===== src/adc_emu_pkg.sv =====
package adc_emu_pkg;

    ////////////////////////////////////////
    // sizes
    ////////////////////////////////////////

    localparam int num_slices  = 4;
    localparam int buf_depth   = 32;

    // abs input to magnitude
    localparam int noise_shift = 3;

    // nonzero lfsr seed for each slice
    localparam logic [3:0][15:0] noise_seeds = {
        16'h0a80,
        16'heb4b,
        16'hcc16,
        16'hace1
    };

    ////////////////////////////////////////
    // vector types
    ////////////////////////////////////////

    typedef logic [1:0]                     slice_id_t;
    typedef logic signed [11:0]             vin_t;
    typedef logic [7:0]                     mag_t;
    typedef logic [1:0]                     div_t;
    typedef logic [4:0]                     addr_t;
    // 0 .. buf_depth entries
    typedef logic [$clog2(buf_depth+1)-1:0] count_t;

    ////////////////////////////////////////
    // bundles
    ////////////////////////////////////////

    typedef struct packed {
        logic sign;
        mag_t mag;
    } adc_sample_t;

    typedef struct packed {
        slice_id_t   slice_id;
        adc_sample_t sample;
    } capture_entry_t;

    typedef struct packed {
        logic en_slice;
        div_t init;
    } slice_cfg_t;

endpackage


===== src/clk_edge_detect.sv =====
`timescale 1ns/10ps

module clk_edge_detect (
    input  logic emu_clk,
    input  logic arst_n,
    input  logic clk_in,
    output logic rise_pulse,
    output logic fall_pulse
);

    // previous clk_in seen on emu_clk
    logic clk_in_q;

    always_ff @(posedge emu_clk or negedge arst_n) begin
        if (!arst_n) begin
            clk_in_q   <= 1'b0;
            rise_pulse <= 1'b0;
            fall_pulse <= 1'b0;
        end else begin
            clk_in_q   <= clk_in;
            rise_pulse <= clk_in & ~clk_in_q;
            fall_pulse <= ~clk_in & clk_in_q;
        end
    end

endmodule


===== src/slice_sync.sv =====
`timescale 1ns/10ps

module slice_sync (
    input  logic                   emu_clk,
    input  logic                   arst_n,
    input  logic                   rise_pulse,
    input  logic                   fall_pulse,
    input  adc_emu_pkg::slice_cfg_t cfg,
    input  logic                   alws_on,
    input  logic                   en_sync_in,
    output logic                   en_sync_out,
    output logic                   adder_clk
);

    import adc_emu_pkg::*;

    logic en_sync_sampled;
    logic en_sync;
    div_t div_cnt;

    ////////////////////////////////////////
    // enable chain
    ////////////////////////////////////////

    // sampled on falling clk_in, passed on at the rising one
    always_ff @(posedge emu_clk or negedge arst_n) begin
        if (!arst_n) begin
            en_sync_sampled <= 1'b0;
            en_sync_out     <= 1'b0;
        end else begin
            if (fall_pulse) begin
                en_sync_sampled <= en_sync_in;
            end
            if (rise_pulse) begin
                en_sync_out <= en_sync_sampled;
            end
        end
    end

    assign en_sync = en_sync_sampled & cfg.en_slice;

    ////////////////////////////////////////
    // phase divider
    ////////////////////////////////////////

    // init sets this slice's phase in the interleave
    always_ff @(posedge emu_clk or negedge arst_n) begin
        if (!arst_n) begin
            div_cnt <= '0;
        end else if (!en_sync) begin
            div_cnt <= cfg.init;
        end else if (alws_on) begin
            div_cnt <= 2'b11;
        end else if (fall_pulse) begin
            div_cnt <= div_cnt + div_t'(1);
        end
    end

    // rises on the 3 -> 0 wrap
    assign adder_clk = ~div_cnt[1];

endmodule


===== src/adc_quantizer.sv =====
`timescale 1ns/10ps

module adc_quantizer #(
    parameter logic [15:0] seed = 16'hace1
) (
    input  logic                    emu_clk,
    input  logic                    arst_n,
    input  logic                    adder_clk,
    input  adc_emu_pkg::vin_t       vin,
    input  logic                    noise_en,
    output logic                    sample_valid,
    output adc_emu_pkg::adc_sample_t sample
);

    import adc_emu_pkg::*;

    logic               adder_clk_q;
    logic               adder_rise;
    logic [15:0]        lfsr;
    logic               lfsr_fb;
    logic signed [3:0]  noise;
    logic signed [12:0] noise_ext;
    logic signed [12:0] vin_ext;
    logic signed [12:0] noisy;
    logic [12:0]        noisy_abs;
    logic [12:0]        mag_full;
    adc_sample_t        code;

    // adder_clk idles high out of reset, so start high to avoid a false edge
    always_ff @(posedge emu_clk or negedge arst_n) begin
        if (!arst_n) begin
            adder_clk_q <= 1'b1;
        end else begin
            adder_clk_q <= adder_clk;
        end
    end

    assign adder_rise = adder_clk & ~adder_clk_q;

    ////////////////////////////////////////
    // noise source
    ////////////////////////////////////////

    // x^16 + x^14 + x^13 + x^11 + 1
    assign lfsr_fb = lfsr[15] ^ lfsr[13] ^ lfsr[12] ^ lfsr[10];

    always_ff @(posedge emu_clk or negedge arst_n) begin
        if (!arst_n) begin
            lfsr <= seed;
        end else begin
            lfsr <= {lfsr[14:0], lfsr_fb};
        end
    end

    // -8 .. +7
    assign noise     = $signed(lfsr[3:0]);
    assign noise_ext = noise_en ? {{9{noise[3]}}, noise} : '0;

    ////////////////////////////////////////
    // sign / magnitude
    ////////////////////////////////////////

    assign vin_ext   = {vin[11], vin};
    assign noisy     = vin_ext + noise_ext;
    assign noisy_abs = noisy[12] ? 13'(-noisy) : 13'(noisy);
    assign mag_full  = noisy_abs >> noise_shift;

    assign code.sign = noisy[12];
    // clip at full code
    assign code.mag  = (mag_full > 13'd255) ? 8'hff : mag_t'(mag_full);

    always_ff @(posedge emu_clk or negedge arst_n) begin
        if (!arst_n) begin
            sample_valid <= 1'b0;
        end else begin
            sample_valid <= adder_rise;
        end
    end

    always_ff @(posedge emu_clk) begin
        if (adder_rise) begin
            sample <= code;
        end
    end

endmodule


===== src/adc_slice.sv =====
`timescale 1ns/10ps

module adc_slice #(
    parameter logic [15:0] seed = 16'hace1
) (
    input  logic                     emu_clk,
    input  logic                     arst_n,
    input  logic                     clk_in,
    input  adc_emu_pkg::vin_t        vin,
    input  adc_emu_pkg::slice_cfg_t  cfg,
    input  logic                     alws_on,
    input  logic                     noise_en,
    input  logic                     en_sync_in,
    output logic                     en_sync_out,
    output logic                     sample_valid,
    output adc_emu_pkg::adc_sample_t sample
);

    logic rise_pulse;
    logic fall_pulse;
    logic adder_clk;

    clk_edge_detect edge_i (
        .emu_clk    (emu_clk),
        .arst_n     (arst_n),
        .clk_in     (clk_in),
        .rise_pulse (rise_pulse),
        .fall_pulse (fall_pulse)
    );

    slice_sync sync_i (
        .emu_clk     (emu_clk),
        .arst_n      (arst_n),
        .rise_pulse  (rise_pulse),
        .fall_pulse  (fall_pulse),
        .cfg         (cfg),
        .alws_on     (alws_on),
        .en_sync_in  (en_sync_in),
        .en_sync_out (en_sync_out),
        .adder_clk   (adder_clk)
    );

    adc_quantizer #(
        .seed (seed)
    ) quant_i (
        .emu_clk      (emu_clk),
        .arst_n       (arst_n),
        .adder_clk    (adder_clk),
        .vin          (vin),
        .noise_en     (noise_en),
        .sample_valid (sample_valid),
        .sample       (sample)
    );

endmodule


===== src/capture_arbiter.sv =====
`timescale 1ns/10ps

module capture_arbiter (
    input  logic                                 emu_clk,
    input  logic                                 arst_n,
    input  logic [adc_emu_pkg::num_slices-1:0]   sample_valid,
    input  adc_emu_pkg::adc_sample_t             sample [adc_emu_pkg::num_slices],
    output logic                                 wr_en,
    output adc_emu_pkg::capture_entry_t          wr_entry,
    output logic                                 overrun
);

    import adc_emu_pkg::*;

    logic [num_slices-1:0] pending;
    adc_sample_t           pend_sample [num_slices];
    slice_id_t             last_grant;
    logic                  grant_valid;
    slice_id_t             grant_id;
    logic [num_slices-1:0] grant_vec;
    logic [num_slices-1:0] accept;

    ////////////////////////////////////////
    // round-robin pick
    ////////////////////////////////////////

    // search starts one past the last winner
    always_comb begin
        slice_id_t idx;
        grant_valid = 1'b0;
        grant_id    = last_grant;
        for (int k = 1; k <= num_slices; k++) begin
            idx = last_grant + slice_id_t'(k);
            if (!grant_valid && pending[idx]) begin
                grant_valid = 1'b1;
                grant_id    = idx;
            end
        end
    end

    assign grant_vec = grant_valid ? ({{(num_slices-1){1'b0}}, 1'b1} << grant_id) : '0;

    // a slot leaving this cycle can take a new sample
    assign accept = sample_valid & (~pending | grant_vec);

    always_ff @(posedge emu_clk or negedge arst_n) begin
        if (!arst_n) begin
            pending    <= '0;
            last_grant <= '0;
            overrun    <= 1'b0;
        end else begin
            pending <= (pending & ~grant_vec) | accept;
            overrun <= overrun | (|(sample_valid & ~accept));
            if (grant_valid) begin
                last_grant <= grant_id;
            end
        end
    end

    always_ff @(posedge emu_clk) begin
        for (int i = 0; i < num_slices; i++) begin
            if (accept[i]) begin
                pend_sample[i] <= sample[i];
            end
        end
    end

    // write goes out in the grant cycle
    assign wr_en             = grant_valid;
    assign wr_entry.slice_id = grant_id;
    assign wr_entry.sample   = pend_sample[grant_id];

endmodule


===== src/capture_buffer.sv =====
`timescale 1ns/10ps

module capture_buffer (
    input  logic                        emu_clk,
    input  logic                        arst_n,
    input  logic                        wr_en,
    input  adc_emu_pkg::capture_entry_t wr_entry,
    input  logic                        rd_en,
    input  adc_emu_pkg::addr_t          rd_addr,
    output adc_emu_pkg::capture_entry_t rd_data,
    output logic                        full,
    output adc_emu_pkg::count_t         count
);

    import adc_emu_pkg::*;

    capture_entry_t mem [buf_depth];
    addr_t          wr_ptr;
    logic           wr_go;

    // once full, everything else is dropped
    assign wr_go = wr_en & ~full;

    always_ff @(posedge emu_clk or negedge arst_n) begin
        if (!arst_n) begin
            wr_ptr <= '0;
            full   <= 1'b0;
        end else if (wr_go) begin
            wr_ptr <= wr_ptr + addr_t'(1);
            if (wr_ptr == addr_t'(buf_depth - 1)) begin
                full <= 1'b1;
            end
        end
    end

    // pointer wraps to 0 as full sets, so this reads buf_depth
    assign count = {full, wr_ptr};

    always_ff @(posedge emu_clk) begin
        if (wr_go) begin
            mem[wr_ptr] <= wr_entry;
        end
        if (rd_en) begin
            rd_data <= mem[rd_addr];
        end
    end

endmodule


===== src/adc_emu_top.sv =====
`timescale 1ns/10ps

module adc_emu_top (
    input  logic                        emu_clk,
    input  logic                        arst_n,
    input  logic                        clk_in,
    input  adc_emu_pkg::vin_t           vin [adc_emu_pkg::num_slices],
    input  adc_emu_pkg::slice_cfg_t     cfg [adc_emu_pkg::num_slices],
    input  logic                        alws_on,
    input  logic                        noise_en,
    input  logic                        en_sync_in,
    input  logic                        rd_en,
    input  adc_emu_pkg::addr_t          rd_addr,
    output logic                        en_sync_out,
    output adc_emu_pkg::capture_entry_t rd_data,
    output logic                        full,
    output adc_emu_pkg::count_t         count,
    output logic                        overrun
);

    import adc_emu_pkg::*;

    logic [num_slices:0]   en_chain;
    logic [num_slices-1:0] sample_valid;
    adc_sample_t           sample [num_slices];
    logic                  wr_en;
    capture_entry_t        wr_entry;

    ////////////////////////////////////////
    // slice chain
    ////////////////////////////////////////

    assign en_chain[0] = en_sync_in;
    assign en_sync_out = en_chain[num_slices];

    for (genvar i = 0; i < num_slices; i++) begin : slice_g
        adc_slice #(
            .seed (noise_seeds[i])
        ) slice_i (
            .emu_clk      (emu_clk),
            .arst_n       (arst_n),
            .clk_in       (clk_in),
            .vin          (vin[i]),
            .cfg          (cfg[i]),
            .alws_on      (alws_on),
            .noise_en     (noise_en),
            .en_sync_in   (en_chain[i]),
            .en_sync_out  (en_chain[i+1]),
            .sample_valid (sample_valid[i]),
            .sample       (sample[i])
        );
    end

    ////////////////////////////////////////
    // capture path
    ////////////////////////////////////////

    capture_arbiter arb_i (
        .emu_clk      (emu_clk),
        .arst_n       (arst_n),
        .sample_valid (sample_valid),
        .sample       (sample),
        .wr_en        (wr_en),
        .wr_entry     (wr_entry),
        .overrun      (overrun)
    );

    capture_buffer buf_i (
        .emu_clk  (emu_clk),
        .arst_n   (arst_n),
        .wr_en    (wr_en),
        .wr_entry (wr_entry),
        .rd_en    (rd_en),
        .rd_addr  (rd_addr),
        .rd_data  (rd_data),
        .full     (full),
        .count    (count)
    );

endmodule


===== config.mk =====
export PLATFORM = sky130hd
export DESIGN_NAME = adc_emu_top
export DESIGN_NICKNAME = d
export VERILOG_FILES = /design/src/adc_emu_pkg.sv /design/src/clk_edge_detect.sv /design/src/slice_sync.sv /design/src/adc_quantizer.sv /design/src/adc_slice.sv /design/src/capture_arbiter.sv /design/src/capture_buffer.sv /design/src/adc_emu_top.sv
export SDC_FILE = /design/constraint.sdc
export NUM_CORES = 1
export LEC_CHECK = 0
export ABC_AREA = 1
export BUFFER_PORTS_ARGS = -buffer_cell sky130_fd_sc_hd__buf_2
export CORE_UTILIZATION = 53
export CTS_CLUSTER_DIAMETER = 120
export DETAILED_ROUTE_END_ITERATION = 16
export PLACE_DENSITY = 0.67
export RECOVER_POWER = 100
export SYNTH_ARGS = -nofsm -noshare
export SYNTH_HDL_FRONTEND = slang
export SYNTH_SLANG_ARGS = --single-unit

===== constraint.sdc =====
create_clock -name emu_clk -period 6.9 [get_ports emu_clk]
set_clock_uncertainty 0.05 [all_clocks]
set_input_delay 1.725 -clock emu_clk [delete_from_list [all_inputs] [get_ports emu_clk]]
set_output_delay 1.725 -clock emu_clk [all_outputs]
set_load 0.03 [all_outputs]

==> results.py, run 1 <==
metrics = {
    "outcome": {
        "status": "finished, violations left",
        "violations": "max-capacitance violations, max-slew violations",
    },
    "worst_setup_path": {
        "startpoint_type": "flip-flop",
        "cp.arrival_ns": 5.37,
        "critPathMaxFanout": 46,
        "r2r_slack_ns": 1.58,
        "critPathCaptureType": "flip-flop",
        "required_ns": 6.95,
        "worstRegToRegCells": 15,
        "r2r_start": "arb_i.last_grant[0]$_DFFE_PN0P_",
        "worst-setup-path-type": "reg2reg",
        "r2r-end": "buf_i.mem[29][0]$_DFFE_PP_",
    },
    "layout": {
        "fill_cells": 3598,
        "fin_area_mm2": 0.0266,
        "drive_gt1_share_pct": 10.5,
        "utilization_pct": 59.9,
        "stdcell_count": 2937,
        "antenna_cells": 0,
        "fin_nets": 2394,
        "syn2layout_area_growth_pct": 10.9,
    },
    "clocking": {
        "path_clk_slew_ns": 0.06,
        "cts_tree": "built",
        "cts_buffers": 54,
        "cts-root-buf": "clkbuf_16",
        "cts.sinks": 539,
        "cts.path.max_buffers": 3,
        "postCtsHoldBufs": 0,
        "cts_resized": 0,
        "worstSkewPairLatency_ns": 0.62,
        "cts_setup_buffers": 0,
        "htree_levels": 2,
    },
    "drt": {
        "drc": 0,
        "wirelength_mm": 54.7,
        "ant_nets": 0,
        "routed_via_density": 5.60,
        "wl_per_cell_um": 18.6,
        "vias": 16435,
        "first_pass_iters": 6,
        "drtIter0Drc": 1329,
    },
    "synth": {
        "syn_nets": 2317,
        "ys_async_sr_fraction_pct": 19.3,
        "seq_area_frac_synth_pct": 65.5,
        "synth_edf_count": 435,
        "avgSynthCellArea_um2": 10.8,
        "synthCells": 2223,
        "synth_area_mm2": 0.0240,
        "synth_area_leaders": "edfxtp_1 54%, dfrtp_1 7.5%, nand2_1 6.2%",
        "synth_top_area_share_pct": 54.5,
        "synth_seq_cells": 539,
        "ys.flop_type": "edfxtp_1",
        "yosys_warnings": 0,
        "synth.distinct_cells": 50,
        "synth_top_area_cell": "edfxtp_1",
        "yosysMostFrequentCell": "edfxtp_1",
        "synth_common_cells": "435 x edfxtp_1, 396 x nand2_1, 323 x nor2_1",
    },
    "global_route": {
        "grt_pass1_vias": 15961,
        "grt-busiest-layer": "met2",
        "grtUsageMet2_pct": 40.5,
        "antenna_found_initial": 0,
        "grt.overflow.total": 0,
        "grt_use_met1_pct": 31.5,
        "grt.total_usage_pct": 23.9,
        "grt_max_degree": 177,
        "grt_pass1_wl_mm": 86.1,
        "gr-usage-met3_pct": 2.86,
    },
    "timing": {
        "min_period_over_period_pct": 77.2,
        "relSlewSlack_pct": -41.4,
        "tightestPinTransition_ns": 2.12,
        "slew_violations": 366,
        "min_period_ns": 5.32,
        "rsz0062_at_grt": "no",
        "fin_hold_ws_ns": 0.297,
        "setup_viol": 0,
        "fmax_mhz": 188,
        "layout_setup_ws_ns": 1.58,
        "hold_viol": 0,
        "fin_setup_tns_ns": 0,
    },
    "place": {
        "dp.cells": 2836,
        "placed_cell_area_mm2": 0.0250,
        "io_buffers": 91,
        "post-place-ws_ns": 2.05,
        "dp_hpwl_mm": 34.3,
        "place_congestion": 0.860,
    },
    "die": {
        "start_util_pct": 54.0,
        "rows": 77,
        "dieArea_mm2": 0.0461,
        "pin_count": 92,
        "die_h_um": 215,
        "die_w_um": 215,
        "coreArea_mm2": 0.0444,
    },
    "power_and_ir_drop": {
        "vdd_drop_max_v": 0.000294,
        "p_switching_mw": 3.61,
        "clockPowerShare_pct": 26.4,
        "finalPower_mw": 10.8,
        "intPower_mw": 7.16,
        "switching_share_pct": 33.5,
        "seqPwrFrac_pct": 48.3,
        "combinationalPowerShare_pct": 25.3,
        "power-per-cell-area_mw_per_mm2": 405,
        "power_leakage_nw": 10.4,
    },
    "worst_hold_path": {
        "min_to": "slice_g[1].slice_i.quant_i.lfsr[8]$_DFF_PN0_",
        "min_from": "slice_g[1].slice_i.quant_i.lfsr[7]$_DFF_PN0_",
        "whs_path_depth": 0,
        "hold_path_class": "reg2reg",
    },
    "run": {
        "cap_violations": 9,
    },
}
-- power groups by stage --
| stage | combinational, mW | sequential [mW] | clock (mW) |
|---|---|---|---|
| after detailed placement | 2.79 | 5.23 | 0 |
| after global placement | 2.69 | 5.22 | 0 |
| after floorplan | 1.41 | 5.27 | 0 |
| final | 2.73 | 5.20 | 2.84 |
| after global routing | 2.93 | 5.24 | 3.00 |
| after CTS | 2.80 | 5.16 | 2.89 |
-- critical path: stages, from the launching register on --
cell and delay [ns]:
dfrtp_1 0.44, inv_1 0.15, nand2_1 0.10, o21ai_0 0.12
nand2_1 0.09, nand2_1 0.06, nor2_1 0.14, nand2_1 0.09
nand2_1 0.07, nand2_1 0.06, nand2_1 0.27, clkbuf_1 1.55
inv_2 0.41, o21ai_0 0.46, o22ai_2 0.12, clkbuf_1 0.63
-- how the worst max path moves through the flow --
stage	startpoint	endpoint	depth (start not counted)
CTS	noise_en	slice_g[0].slice_i.quant_i.sample[7]$_SDFFCE_PN1P_	22
floorplan	noise_en	slice_g[0].slice_i.quant_i.sample[7]$_SDFFCE_PN1P_	25
detailed placement	noise_en	slice_g[0].slice_i.quant_i.sample[7]$_SDFFCE_PN1P_	22
global route	arb_i.last_grant[0]$_DFFE_PN0P_	buf_i.mem[19][5]$_DFFE_PP_	15
global placement	noise_en	slice_g[1].slice_i.quant_i.sample[7]$_SDFFCE_PN1P_	24
finish	arb_i.last_grant[0]$_DFFE_PN0P_	buf_i.mem[29][0]$_DFFE_PP_	15
-- kinds of logic after synthesis --
logic type / count (synthesis) / share of synthesized area [%]
AO/OA/AOI/OAI: 412 / 10.4
XOR/XNOR: 53 / 2.06
adder cells (fa/ha/maj): 22 / 1.27
buffers and inverters: 279 / 4.73
flip-flops: 539 / 65.5
AND/OR/NAND/NOR: 918 / 16.1
-- layout by cell type, fill, tap and decap left out, types with 13 or more instances in the layout --
master     instances
nor2_1           327
clkbuf_1          45
dfrtp_1           72
nand2_2           13
buf_4             13
o21ai_0          241
nand3_1          139
xor2_1            37
clkbuf_16         55
dfstp_2           23
o221ai_1          66
inv_1            164
ha_1              18
buf_2             64
a21oi_1           19
xnor2_1           13
nand2_1          404
inv_2             22
edfxtp_1         435
o22ai_1           26
-- layout make-up --
type / instances / area, um2 / area share [%]
Clock inverter: 28 / 260 / 0.978
Multi-Input combinational cell: 1405 / 7160 / 26.9
Inverter: 190 / 719 / 2.70
Sequential cell: 539 / 15700 / 59.0
Clock buffer: 73 / 1450 / 5.45
Timing Repair Buffer: 110 / 576 / 2.16
Tap cell: 592 / 741 / 2.78
-- routing by layer --
metal	vias up	routed length (um)
met5	-	0
met4	0	1970
met3	120	3160
met2	547	26800
met1	7861	22800
li1	7907	-
-- state kept, by name, summed over array words and instances, names as in the netlist, 5 cells and up --
signal	cells
arb_i.pend_sample	36
slice_g.slice_i.quant_i.sample	36
buf_i.mem	352
slice_g.slice_i.quant_i.lfsr	64
buf_i.rd_data	11
buf_i.wr_ptr	5
slice_g.slice_i.sync_i.div_cnt	8
(Power assumes the default switching activity.)
==> run 2: changes to the inputs <==
--- a/config.mk
+++ b/config.mk
@@ -10,7 +10,7 @@
 export CORE_UTILIZATION = 53
 export CTS_CLUSTER_DIAMETER = 120
 export DETAILED_ROUTE_END_ITERATION = 16
-export PLACE_DENSITY = 0.67
+export PLACE_DENSITY = 0.7
 export RECOVER_POWER = 100
 export SYNTH_ARGS = -nofsm -noshare
 export SYNTH_HDL_FRONTEND = slang
==> constraint.sdc (replaced) <==
create_clock -name emu_clk -period 4.4 [get_ports emu_clk]
set_clock_uncertainty 0.05 [all_clocks]
set_input_delay 1.1 -clock emu_clk [delete_from_list [all_inputs] [get_ports emu_clk]]
set_output_delay 1.1 -clock emu_clk [all_outputs]
set_load 0.03 [all_outputs]
==> results.py, run 2 (synthesis results as in run 1) <==
metrics = {
    "global_route": {
        "grt_pass1_wl_mm": 87.5,
        "grt.total_usage_pct": 24.1,
        "grt.overflow.total": 0,
        "grt_pass1_vias": 16464,
        "grt_max_degree": 111,
        "antenna_found_initial": 1,
    },
    "worst_setup_path": {
        "cpPeakStageDelay_ns": 0.62,
        "crit_buf_inv": 4,
        "critPathCaptureType": "flip-flop",
        "worst-setup-path-type": "reg2reg",
        "startpoint_type": "flip-flop",
        "critPathMaxFanout": 33,
        "cp_cell_sequence": "inv_1, o21ai_0, nand2_1, nand2_1, nor2_1, nand2_1, nand2_1, nand2_1, nand2_1, buf_4, inv_1, o21ai_0, o22ai_2, clkbuf_2",
        "crit_family": "buffers and inverters",
        "cp.arrival_ns": 3.93,
        "path_common_cell": "nand2_1",
        "crit_slowest_cell": "o22ai_2",
        "required_ns": 4.70,
    },
    "place": {
        "dp_hpwl_mm": 34.9,
        "io_buffers": 91,
        "dp.cells": 2879,
        "place_congestion": 0.864,
    },
    "outcome": {
        "status": "finished, violations left",
        "violations": "max-capacitance violations, max-slew violations",
    },
    "run": {
        "cap_violations": 2,
    },
    "drt": {
        "ant_nets": 0,
        "first_pass_iters": 5,
        "wirelength_mm": 54.5,
        "wl_per_cell_um": 18.3,
        "vias": 16702,
        "drtIter0Drc": 1412,
        "routed_via_density": 5.60,
        "drc": 0,
    },
    "layout": {
        "syn2layout_area_growth_pct": 11.9,
        "register_area_mm2": 0.0157,
        "final_cell_mix": "435 x edfxtp_1, 404 x nand2_1, 326 x nor2_1, 242 x o21ai_0, 166 x inv_1",
        "fin_nets": 2438,
        "largest_reg_flops": 352,
        "layout_commonest_cell": "edfxtp_1",
        "stdcell_count": 2983,
        "largest-register": "buf_i.mem",
        "fill_cells": 3602,
        "drive_gt1_share_pct": 10.8,
        "largestRegisters": "buf_i.mem: 352 flops, slice_g.slice_i.quant_i.lfsr: 64 flops",
        "multi_input_area_mm2": 0.00716,
    },
    "timing": {
        "setup_viol": 0,
        "min_period_over_period_pct": 82.5,
        "min_period_ns": 3.63,
        "fin_hold_ws_ns": 0.295,
        "rsz0062_at_grt": "no",
        "relSlewSlack_pct": -7.17,
        "slew_violations": 96,
        "hold_viol": 0,
        "fmax_mhz": 275,
        "fin_setup_tns_ns": 0,
        "tightestPinTransition_ns": 1.61,
    },
    "die": {
        "coreArea_mm2": 0.0444,
        "pin_count": 92,
        "rows": 77,
        "start_util_pct": 54.0,
        "dieArea_mm2": 0.0461,
        "die_h_um": 215,
        "die_w_um": 215,
    },
    "clocking": {
        "htree_levels": 2,
        "cts_resized": 0,
        "cts_tree": "built",
        "path_clk_slew_ns": 0.06,
        "worstSkewPairLatency_ns": 0.62,
        "postCtsHoldBufs": 0,
        "cts_setup_buffers": 0,
        "cts-root-buf": "clkbuf_16",
        "cts.path.max_buffers": 3,
        "cts_buffers": 55,
        "cts.sinks": 539,
    },
    "power_and_ir_drop": {
        "power_leakage_nw": 10.6,
        "power-per-cell-area_mw_per_mm2": 621,
        "finalPower_mw": 16.7,
        "vdd_drop_max_v": 0.000569,
    },
    "worst_hold_path": {
        "hold_path_class": "reg2reg",
    },
}
run 2: worst paths after layout:
path,start,to,slack [ns],depth (start not counted)
setup reg to reg,arb_i.last_grant[0]$_DFFE_PN0P_,buf_i.mem[26][8]$_DFFE_PP_,0.77,14
max in group asynchronous,arst_n,slice_g[0].slice_i.quant_i.lfsr[12]$_DFF_PN0_,1.57,2
setup / recovery,arb_i.last_grant[0]$_DFFE_PN0P_,buf_i.mem[26][8]$_DFFE_PP_,0.77,14
hold / removal,slice_g[3].slice_i.quant_i.lfsr[6]$_DFF_PN0_,slice_g[3].slice_i.quant_i.lfsr[7]$_DFF_PN1_,0.30,0
min in group asynchronous,arst_n,slice_g[0].slice_i.quant_i.lfsr[3]$_DFF_PN0_,0.82,1
hold reg to reg,slice_g[3].slice_i.quant_i.lfsr[6]$_DFF_PN0_,slice_g[3].slice_i.quant_i.lfsr[7]$_DFF_PN1_,0.30,0
run 2: layout make-up:
cell class / count / share of cell area (%)
clock inverters: 39 / 1.05
clock buffers: 64 / 5.37
diodes: 1 / 0.00932
inverters: 190 / 2.67
repair buffers: 153 / 2.94
multi-input cells: 1405 / 26.7
well taps: 592 / 2.76
flip-flops and latches: 539 / 58.5
run 2: through the flow:
stage	utilization [%]	cell area (um2)	worst slack (ns)
after floorplan	-	24000	0.482
after global placement	57.1	25400	0.574
after detailed placement	57.1	25400	0.470
after CTS	61.0	27100	1.05
after global routing	60.4	26800	0.418
final	60.4	26800	0.768
run 2: routing by layer:
metal | vias up | wire length, um | GRT usage, %
li1 | 7994 | - | -
met1 | 8030 | 22400 | 31.4
met2 | 574 | 27200 | 41.9
met3 | 104 | 3450 | 2.96
met4 | 0 | 1470 | 7.62
met5 | - | 0 | 0
run 2: where the power goes:
group / switching [mW] / total [mW] / internal, mW
clock network: 1.92 / 4.39 / 2.47
logic: 3.39 / 4.13 / 0.744
registers: 0.205 / 8.14 / 7.93
==> run 3: changes to the inputs <==
==> constraint.sdc (replaced) <==
create_clock -name emu_clk -period 3.05 [get_ports emu_clk]
set_clock_uncertainty 0.05 [all_clocks]
set_input_delay 0.7625 -clock emu_clk [delete_from_list [all_inputs] [get_ports emu_clk]]
set_output_delay 0.7625 -clock emu_clk [all_outputs]
set_load 0.03 [all_outputs]
==> results.py, run 3 (synthesis results as in run 1) <==
metrics = {
    "die": {
        "rows": 77,
        "coreArea_mm2": 0.0444,
        "dieArea_mm2": 0.0461,
        "die_w_um": 215,
        "die_h_um": 215,
        "start_util_pct": 54.0,
        "pin_count": 92,
    },
    "layout": {
        "largestRegisters": "buf_i.mem: 352 flops, slice_g.slice_i.quant_i.lfsr: 64 flops",
        "syn2layout_area_growth_pct": 15.5,
        "fin_nets": 2545,
        "drive_gt1_share_pct": 16.8,
        "final_cell_mix": "435 x edfxtp_1, 400 x nand2_1, 322 x nor2_1, 238 x o21ai_0, 161 x inv_1",
        "layout_commonest_cell": "edfxtp_1",
        "largest_reg_flops": 352,
        "fin_area_mm2": 0.0277,
        "largest-register": "buf_i.mem",
        "utilization_pct": 62.4,
        "antenna_cells": 0,
    },
    "place": {
        "place_congestion": 0.872,
        "post-place-ws_ns": -0.253,
        "dp_hpwl_mm": 35.9,
        "io_buffers": 91,
        "placed_cell_area_mm2": 0.0263,
    },
    "worst_setup_path": {
        "path_common_cell": "nand2_1",
        "crit_slowest_cell": "dfstp_2",
        "cp.arrival_ns": 3.12,
        "critPathCaptureType": "flip-flop",
        "startpoint_type": "flip-flop",
        "critPathMaxFanout": 4,
        "worst-setup-path-type": "reg2reg",
        "cpPeakStageDelay_ns": 0.52,
        "required_ns": 3.34,
        "cp_cell_sequence": "nand2_1, inv_1, ha_2, inv_2, fa_2, inv_1, nand2_1, nand2_1, nand2_1, nand2_1, nand2_1, nand2_1, nand2_1, nor2_1, nand2_1, nor2_4, nand2_1, nand3_1, nand2_1, inv_1, nand2_1",
    },
    "clocking": {
        "cts-root-buf": "clkbuf_16",
        "path_clk_slew_ns": 0.06,
        "cts_tree": "built",
        "htree_levels": 2,
        "worstSkewPairLatency_ns": 0.62,
        "cts.sinks": 539,
        "cts.path.max_buffers": 3,
        "postCtsHoldBufs": 0,
        "cts_buffers": 54,
    },
    "drt": {
        "ant_nets": 0,
        "vias": 16965,
        "wl_per_cell_um": 17.7,
        "wirelength_mm": 54.6,
        "drtIter0Drc": 1376,
        "first_pass_iters": 6,
        "routed_via_density": 5.51,
        "drc": 0,
    },
    "power_and_ir_drop": {
        "vdd_drop_max_v": 0.000972,
        "power_leakage_nw": 11.2,
        "power-per-cell-area_mw_per_mm2": 866,
    },
    "timing": {
        "tightestPinTransition_ns": 2.45,
        "setup_viol": 0,
        "layout_setup_ws_ns": 0.218,
        "fmax_mhz": 353,
        "fin_setup_tns_ns": 0,
        "min_period_over_period_pct": 92.9,
        "min_period_ns": 2.83,
        "hold_viol": 0,
        "relSlewSlack_pct": -63.3,
        "slew_violations": 46,
    },
    "global_route": {
        "grt.total_usage_pct": 24.2,
        "antenna_found_initial": 0,
        "grt_max_degree": 137,
        "grt.overflow.total": 0,
        "grt_pass1_vias": 16869,
        "grt_pass1_wl_mm": 87.6,
    },
    "worst_hold_path": {
        "hold_path_class": "in2reg",
    },
    "outcome": {
        "status": "finished, violations left",
        "violations": "max-capacitance violations, max-slew violations",
    },
    "run": {
        "cap_violations": 1,
    },
}
## run 3: cell types whose count changed in the layout (fill, tap and decap cells not counted), moves of 5 or more
cell,before,now
clkbuf_4,0,6
clkinv_1,22,10
buf_4,15,115
clkbuf_1,66,40
buf_2,66,77
inv_2,21,26
inv_1,166,161
clkbuf_2,9,27
## run 3: timing repair
item / in CTS / in global routing
endpoints found under the setup margin: 0 / 2
gates resized for setup: 0 / 2
setup buffers: 0 / 0
endpoints found under the hold margin: 0 / 0
## run 3: cell type report
cell class / count / area (um2)
flip-flops and latches: 539 / 15700
repair buffers: 261 / 1690
multi-input cells: 1405 / 7220
inverters: 190 / 717
well taps: 592 / 741
fillers: 3499 / 16700
clock buffers: 66 / 1400
clock inverters: 25 / 225
## run 3: critical path, delay by kind of cell (launching register included)
family | cells | cell delay [ns]
simple gates | 15 | 1.25
fa+ha+maj | 2 | 0.53
flops | 1 | 0.52
buf+inv | 4 | 0.24
## run 3: final timing paths
kind	from	to	slack, ns	cells after the start
min in group asynchronous	arst_n	slice_g[3].slice_i.quant_i.lfsr[4]$_DFF_PN0_	0.86	1
min	clk_in	slice_g[3].slice_i.edge_i.clk_in_q$_DFF_PN0_	0.27	1
max reg2reg	slice_g[0].slice_i.quant_i.lfsr[0]$_DFF_PN1_	slice_g[0].slice_i.quant_i.sample[6]$_SDFFCE_PN1P_	0.22	21
max in group asynchronous	arst_n	slice_g[0].slice_i.quant_i.lfsr[7]$_DFF_PN1_	0.64	2
min reg2reg	slice_g[0].slice_i.quant_i.lfsr[5]$_DFF_PN1_	slice_g[0].slice_i.quant_i.lfsr[6]$_DFF_PN1_	0.29	0
max	slice_g[0].slice_i.quant_i.lfsr[0]$_DFF_PN1_	slice_g[0].slice_i.quant_i.sample[6]$_SDFFCE_PN1P_	0.22	21
## run 3: where the power goes
part / internal (mW) / leakage (nW) / switching [mW]
combinational: 1.29 / 5.19 / 4.91
clock: 3.42 / 0.784 / 2.68
sequential: 11.4 / 5.18 / 0.296
total: 16.1 / 11.2 / 7.89
## run 3: through the flow
step / hold WS (ns) / total power [mW] / std cells
after CTS: 0.106 / 24.2 / 3078
after global routing: 0.248 / 25.0 / 3078
after detailed placement: 0.286 / 18.1 / 2987
after floorplan: 0.281 / 15.2 / 2223
after global placement: 0.285 / 17.9 / 2987
final: 0.268 / 24.0 / 3078
## run 3: metal layers
metal | part of all wire [%] | global-route usage [%] | vias to the layer above
met1 | 40 | 30.7 | 8087
li1 | - | - | 8206
met2 | 50 | 42.1 | 558
met3 | 6.5 | 3.34 | 114
met4 | 3.4 | 9.12 | 0
met5 | 0 | 0 | -
